File: src/btn_pkg.sv
package btn_pkg;

    // ------------------------------------------------------------------------
    // press handler
    // ------------------------------------------------------------------------

    // IDLE waits for the button, FIRE is the single pulse cycle,
    // LOCK ignores the button until the lockout timer runs out
    typedef enum logic [1:0] {
        IDLE,
        FIRE,
        LOCK
    } btn_state_t;

    localparam int LOCKOUT_CYCLES = 40;        // cycles ignored after a pulse
    localparam int LOCK_W         = $clog2(LOCKOUT_CYCLES);

endpackage

File: src/disp_pkg.sv
package disp_pkg;

    // ------------------------------------------------------------------------
    // display value and segment types
    // ------------------------------------------------------------------------

    // four BCD digits, digit 0 sits in the low nibble
    typedef logic [3:0][3:0] bcd4_t;

    typedef logic [6:0] seg_t;                 // active low, g down to a

    localparam int NUM_SRC     = 2;            // channels sharing one display
    localparam int DIGIT_TICKS = 25;           // cycles each digit stays lit
    localparam int SCAN_W      = $clog2(DIGIT_TICKS);

    // ------------------------------------------------------------------------
    // digit decode
    // ------------------------------------------------------------------------

    // hex A to F are kept so a corrupt nibble is still visible on the board
    function automatic seg_t bcd_to_seg(input logic [3:0] value);
        seg_t seg;
        case (value)
            4'h0: seg = 7'b100_0000;
            4'h1: seg = 7'b111_1001;
            4'h2: seg = 7'b010_0100;
            4'h3: seg = 7'b011_0000;
            4'h4: seg = 7'b001_1001;
            4'h5: seg = 7'b001_0010;
            4'h6: seg = 7'b000_0010;
            4'h7: seg = 7'b111_1000;
            4'h8: seg = 7'b000_0000;
            4'h9: seg = 7'b001_0000;
            4'ha: seg = 7'b000_1000;
            4'hb: seg = 7'b000_0011;
            4'hc: seg = 7'b100_0110;
            4'hd: seg = 7'b010_0001;
            4'he: seg = 7'b000_0110;
            default: seg = 7'b000_1110;
        endcase
        return seg;
    endfunction

endpackage
File: src/press_counter_top.sv
module press_counter_top (
    input  logic       clk,
    input  logic       rst_n,
    input  logic       btn_a,
    input  logic       btn_b,
    input  logic       btn_clear,
    output logic [6:0] segments,
    output logic [3:0] anode
);
    import disp_pkg::*;

    logic [NUM_SRC-1:0] btn;
    logic [NUM_SRC-1:0] press;
    logic [NUM_SRC-1:0] changed;
    bcd4_t              count [NUM_SRC];
    bcd4_t              shown;
    seg_t               seg;

    assign btn = {btn_b, btn_a};

    // one press handler and one counter per channel
    for (genvar i = 0; i < NUM_SRC; i++) begin : ch
        button_handler u_handler (
            .clk    (clk),
            .rst_n  (rst_n),
            .button (btn[i]),
            .press  (press[i])
        );

        bcd_counter u_counter (
            .clk     (clk),
            .rst_n   (rst_n),
            .incr    (press[i]),
            .clear   (btn_clear),
            .count   (count[i]),
            .changed (changed[i])
        );
    end

    display_arbiter u_arbiter (
        .clk       (clk),
        .rst_n     (rst_n),
        .count_a   (count[0]),
        .count_b   (count[1]),
        .changed_a (changed[0]),
        .changed_b (changed[1]),
        .shown     (shown)
    );

    seven_segment u_display (
        .clk      (clk),
        .rst_n    (rst_n),
        .shown    (shown),
        .segments (seg),
        .anode    (anode)
    );

    assign segments = seg;

endmodule

File: src/seven_segment.sv
module seven_segment (
    input  logic            clk,
    input  logic            rst_n,
    input  disp_pkg::bcd4_t shown,
    output disp_pkg::seg_t  segments,
    output logic [3:0]      anode
);
    import disp_pkg::*;

    logic [SCAN_W-1:0] scan_timer;
    logic [1:0]        digit;
    logic [3:0]        nibble;

    // ------------------------------------------------------------------------
    // scan timer
    // ------------------------------------------------------------------------

    // each digit stays lit for DIGIT_TICKS cycles, a full scan is four of those
    always_ff @(posedge clk or negedge rst_n) begin
        if (!rst_n) begin
            scan_timer <= '0;
            digit      <= 2'd0;
        end else if (scan_timer == SCAN_W'(DIGIT_TICKS - 1)) begin
            scan_timer <= '0;
            digit      <= digit + 2'd1;            // 3 wraps back to 0
        end else begin
            scan_timer <= scan_timer + 1'b1;
        end
    end

    // ------------------------------------------------------------------------
    // anode select and decode
    // ------------------------------------------------------------------------

    always_comb begin
        case (digit)
            2'd0: begin
                anode  = 4'b1110;
                nibble = shown[0];
            end
            2'd1: begin
                anode  = 4'b1101;
                nibble = shown[1];
            end
            2'd2: begin
                anode  = 4'b1011;
                nibble = shown[2];
            end
            2'd3: begin
                anode  = 4'b0111;
                nibble = shown[3];
            end
            default: begin
                anode  = 4'b1111;                  // all digits dark
                nibble = shown[0];
            end
        endcase
    end

    assign segments = bcd_to_seg(nibble);

endmodule

File: src/display_arbiter.sv
module display_arbiter (
    input  logic            clk,
    input  logic            rst_n,
    input  disp_pkg::bcd4_t count_a,
    input  disp_pkg::bcd4_t count_b,
    input  logic            changed_a,
    input  logic            changed_b,
    output disp_pkg::bcd4_t shown
);
    import disp_pkg::*;

    typedef logic [$clog2(NUM_SRC)-1:0] src_t;

    bcd4_t              src_count [NUM_SRC];
    logic [NUM_SRC-1:0] src_changed;
    src_t               owner;
    src_t               owner_next;
    src_t               last_tie;                  // winner of the last tie
    src_t               tie_next;

    assign src_count[0] = count_a;
    assign src_count[1] = count_b;
    assign src_changed  = {changed_b, changed_a};

    // the channel after the last tie winner gets the next tie
    assign tie_next = (last_tie == src_t'(NUM_SRC - 1)) ? '0 : last_tie + 1'b1;

    // ------------------------------------------------------------------------
    // ownership
    // ------------------------------------------------------------------------

    always_comb begin
        owner_next = owner;
        if (&src_changed) begin
            owner_next = tie_next;
        end else begin
            for (int i = 0; i < NUM_SRC; i++) begin
                if (src_changed[i]) begin
                    owner_next = src_t'(i);
                end
            end
        end
    end

    always_ff @(posedge clk or negedge rst_n) begin
        if (!rst_n) begin
            owner    <= '0;
            last_tie <= '0;                         // so the first tie goes to channel 1
        end else begin
            owner <= owner_next;
            if (&src_changed) begin
                last_tie <= tie_next;
            end
        end
    end

    // follows the owner's live count, lagging it by one edge
    always_ff @(posedge clk or negedge rst_n) begin
        if (!rst_n) begin
            shown <= '0;
        end else begin
            shown <= src_count[owner_next];
        end
    end

endmodule

File: src/bcd_counter.sv
module bcd_counter (
    input  logic            clk,
    input  logic            rst_n,
    input  logic            incr,
    input  logic            clear,
    output disp_pkg::bcd4_t count,
    output logic            changed
);
    import disp_pkg::*;

    bcd4_t count_next;
    logic  carry;

    // ------------------------------------------------------------------------
    // ripple carry increment, 9999 rolls over to 0000
    // ------------------------------------------------------------------------

    always_comb begin
        carry = 1'b1;
        for (int i = 0; i < 4; i++) begin
            if (!carry) begin
                count_next[i] = count[i];
            end else if (count[i] == 4'd9) begin
                count_next[i] = 4'd0;           // carry moves on to the next digit
            end else begin
                count_next[i] = count[i] + 4'd1;
                carry         = 1'b0;
            end
        end
    end

    // ------------------------------------------------------------------------
    // count register
    // ------------------------------------------------------------------------

    always_ff @(posedge clk or negedge rst_n) begin
        if (!rst_n) begin
            count   <= '0;
            changed <= 1'b0;
        end else if (clear) begin
            // clear wins over incr and is only a change if something was shown
            count   <= '0;
            changed <= (count != '0);
        end else if (incr) begin
            count   <= count_next;
            changed <= 1'b1;
        end else begin
            changed <= 1'b0;
        end
    end

endmodule

File: src/button_handler.sv
module button_handler (
    input  logic clk,
    input  logic rst_n,
    input  logic button,
    output logic press
);
    import btn_pkg::*;

    btn_state_t        state;
    btn_state_t        state_next;
    logic [LOCK_W-1:0] lock_timer;

    // ------------------------------------------------------------------------
    // next state
    // ------------------------------------------------------------------------

    always_comb begin
        state_next = state;
        case (state)
            IDLE: begin
                if (button) begin
                    state_next = FIRE;
                end
            end
            FIRE: begin
                state_next = LOCK;
            end
            LOCK: begin
                if (lock_timer == '0) begin
                    state_next = IDLE;                 // held or not, go back
                end
            end
            default: begin
                state_next = IDLE;
            end
        endcase
    end

    // ------------------------------------------------------------------------
    // state and lockout timer
    // ------------------------------------------------------------------------

    always_ff @(posedge clk or negedge rst_n) begin
        if (!rst_n) begin
            state      <= IDLE;
            lock_timer <= '0;
        end else begin
            state <= state_next;
            if (state == FIRE) begin
                // counts down to zero, so LOCK spans LOCKOUT_CYCLES cycles
                lock_timer <= LOCK_W'(LOCKOUT_CYCLES - 1);
            end else if (state == LOCK && lock_timer != '0) begin
                lock_timer <= lock_timer - 1'b1;
            end
        end
    end

    assign press = (state == FIRE);    // one cycle per press

endmodule

File: config.mk
export PLATFORM = sky130hd
export DESIGN_NAME = press_counter_top
export DESIGN_NICKNAME = d
export VERILOG_FILES = /design/src/btn_pkg.sv /design/src/disp_pkg.sv /design/src/press_counter_top.sv /design/src/seven_segment.sv /design/src/display_arbiter.sv /design/src/bcd_counter.sv /design/src/button_handler.sv
export SDC_FILE = /design/constraint.sdc
export NUM_CORES = 1
export LEC_CHECK = 0
export ABC_AREA = 1
export CAP_MARGIN = 0
export CORE_MARGIN = 5
export CORE_UTILIZATION = 60
export CTS_CLUSTER_DIAMETER = 200
export DETAILED_ROUTE_END_ITERATION = 6
export DONT_BUFFER_PORTS = 1
export PLACE_DENSITY = 0.76
export SKIP_LAST_GASP = 1
export SLEW_MARGIN = 15
export SYNTH_ARGS = -nofsm -noshare
export SYNTH_HDL_FRONTEND = slang
export SYNTH_SLANG_ARGS = --single-unit
File: constraint.sdc
create_clock -name clk -period 3.6 [get_ports clk]
set_input_delay 0.54 -clock clk [delete_from_list [all_inputs] [get_ports clk]]
set_output_delay 0.54 -clock clk [all_outputs]
set_load 0.01 [all_outputs]
==> impl_metrics.json <==
{
  "track_usage_pct": 19.35,
  "drive_gt1_share_pct": 8.084,
  "gp_congestion": 0.9083,
  "synthesis.nets": 606,
  "pin_count": 16,
  "r2r_slack_ps": 1980,
  "synth-edff-count": 0,
  "reg2regPathDepth": 3,
  "vias_per_cell": 5.292,
  "synthFlopType": "dfrtp_1",
  "rr_startpoint": "ch[0].u_counter.changed",
  "tightest_slew_ps": 873.0,
  "clock_tree.buffer_depth": 2,
  "die_area_mm2": 0.009375,
  "num_antenna_cells": 0,
  "fin_cells": 668,
  "wire_per_inst_um": 12.88,
  "relSlewSlack_pct": 41.66,
  "firstDrtPassIters": 5,
  "total_power_mw": 2.643,
  "post_cts_resized": 0,
  "fp.dieW_um": 96.83,
  "path_cells": "inv_1 > ha_1 > inv_2 > or2_2 > o21ai_2 > inv_1 > ha_1 > nand3_1 > nand2_1 > nand2_1 > nand2_1",
  "hold_path_class": "in2async",
  "status": "finished, final reports clean",
  "synth.area.top_cells": "dfrtp_1 (41%), nand2_1 (12%), ha_1 (11%)",
  "die_y_um": 96.83,
  "syn_inst": 561,
  "crit_fanout": 9,
  "root_buffer": "clkbuf_8",
  "first_global_vias": 3451,
  "tritoncts": "done",
  "crit_type": "reg2out",
  "numCtsBuffers": 9,
  "synthArstFlopShare_pct": 100.0,
  "synth_top_area_share_pct": 41.49,
  "p_per_area_mw_per_mm2": 553.6,
  "post_dp_cell_area_mm2": 0.004586,
  "cts.sinks": 75,
  "synthesis.area_mm2": 0.004523,
  "io_buffers": 0,
  "path_depth": 11,
  "drc": 0,
  "synth_area_per_cell_um2": 8.063,
  "clock_latency_ps": 340,
  "maxCapViolCount": 0,
  "tns_ps": 0,
  "h-tree-depth": 3,
  "layout_min_cycle_time_ps": 2772,
  "synth_cell_types": 35,
  "yosys_warnings": 0,
  "clkSlewWorstSetupHoldPaths_ps": 70,
  "post-synth-top-count-cell": "nand2_1",
  "synth_area_leader_cell": "dfrtp_1",
  "overflow": 0,
  "crit_arrival_ps": 2230,
  "end_kind": "output port",
  "core_mm2": 0.007292,
  "cp.required_ps": 3060,
  "dp_cells": 652,
  "place_hpwl_um": 6387,
  "ant_nets": 0,
  "cpPeakStageDelay_ps": 400,
  "ys_ff_latch": 75,
  "cp-endpoint": "segments[6]",
  "skew_ps": 11.09,
  "drv_slew": 0,
  "synth_commonest_cells": "nand2_1 (139), inv_1 (78), dfrtp_1 (75)",
  "cp_top_family": "simple AND/OR/NAND/NOR gates",
  "critPathSlowestCell": "dfrtp_1",
  "design_area_mm2": 0.004773,
  "drtIter0Drc": 227,
  "nets": 610,
  "rsz0062_at_grt": "no",
  "setup_viol": 0,
  "peakVddDrop_v": 0.0003758,
  "timing.fmax_mhz": 360.8,
  "startpoint_type": "flop",
  "grt_pass1_wl_um": 15270,
  "grt_max_degree": 76,
  "p_leak_nw": 2.464,
  "crit_top_cell": "nand2_1",
  "antenna_found_initial": 0,
  "crit_buf_inv": 3,
  "area_delta_synth_final_pct": 5.533,
  "cp-startpoint": "u_display.digit[0]",
  "totalWireLength_um": 8601,
  "r2r_end": "u_arbiter.shown[8]",
  "initial_core_util_pct": 62.03,
  "hold_violations": 0,
  "route.vias.total": 3535,
  "seq_area_frac_synth_pct": 41.49,
  "fin_util_pct": 65.46,
  "timing.final.crit_share_pct": 76.99,
  "placementRows": 31,
  "fill_cells": 631
}
[stage by stage]
step                worst slack [ps]  hold WS [ps]
finish                         828.3         79.48
detailed placement              1179         245.7
global route                   658.4         107.7
global placement                1257         246.3
CTS                            803.9         87.46
floorplan                       1348         244.4
[cell type report]
class | count | area, um2 | area share [%]
Timing Repair Buffer | 1 | 27.53 | 0.5767
Multi-Input combinational cell | 395 | 2268 | 47.52
Clock buffer | 12 | 145.1 | 3.041
Tap cell | 99 | 123.9 | 2.595
Clock inverter | 3 | 15.01 | 0.3145
Sequential cell | 75 | 1877 | 39.32
Inverter | 83 | 316.6 | 6.632
[report_power, final]
| part | leakage, nW | switching (mW) | internal (mW) | total, mW |
|---|---|---|---|---|
| logic | 1.40 | 0.592 | 0.316 | 0.908 |
| clock network | 0.0860 | 0.289 | 0.262 | 0.551 |
| registers | 0.977 | 0.153 | 1.03 | 1.18 |
[how the worst min path moves through the flow]
stage	depth (start not counted)	start	to	slack, ps
after floorplan	0	rst_n	ch[0].u_counter.changed	240
after global placement	0	rst_n	ch[0].u_handler.lock_timer[1]	250
after detailed placement	0	rst_n	ch[0].u_handler.lock_timer[0]	250
after CTS	1	rst_n	ch[0].u_handler.lock_timer[0]	90
after global routing	1	rst_n	ch[0].u_handler.lock_timer[1]	110
final	1	rst_n	ch[0].u_handler.lock_timer[0]	80
[worst reg2reg max path: stages, from the launching register on]
cell and delay [ps]:
dfrtp_1 400, o21bai_1 140, nand2_1 520, o21ai_0 450
[what timing repair did]
item	4_1_cts	5_1_grt
hold buffers	1	0
endpoints found under the hold margin	75	0
setup buffers	0	0
[cell usage in the layout, fill, tap and decap left out, types with 5 or more instances in the layout]
cell type    n
a21oi_1      9
clkbuf_8    10
dfrtp_1     75
ha_1        40
inv_1       78
nand2_1    139
nand2_2      7
nand3_1     55
nand4_1     14
nor2_1      37
nor3_1       7
o21ai_0     42
xnor2_1      5
xor2_1       8
[registers in the layout, summed over array words and instances, names as in the netlist]
register	cells
ch.u_counter.count	32
u_arbiter.shown	16
ch.u_handler.lock_timer	12
u_display.scan_timer	5
ch.u_handler.state	4
ch.u_counter.changed	2
u_display.digit	2
u_arbiter.last_tie	1
u_arbiter.owner	1
[cells by family (layout without fill, tap and decap cells)]
kind of cell             count (synthesis)  after routing  synth area share, %
flip-flops                              75             75                41.49
buffers and inverters                   91             99                8.354
XOR/XNOR                                13             13                2.517
AND/OR/NAND/NOR                        278            278                28.38
adder cells (fa/ha/maj)                 40             40                11.07
AO/OA/AOI/OAI                           64             64                8.188
[routing by layer]
metal	vias up	GRT usage [%]	routed length (um)
met1	1655	25.10	4030
met3	15	3.022	289
met4	0	8.531	191
met5	-	0	0
li1	1796	-	-
met2	69	31.95	4090
No activity file was read; power rests on OpenSTA's default activity.
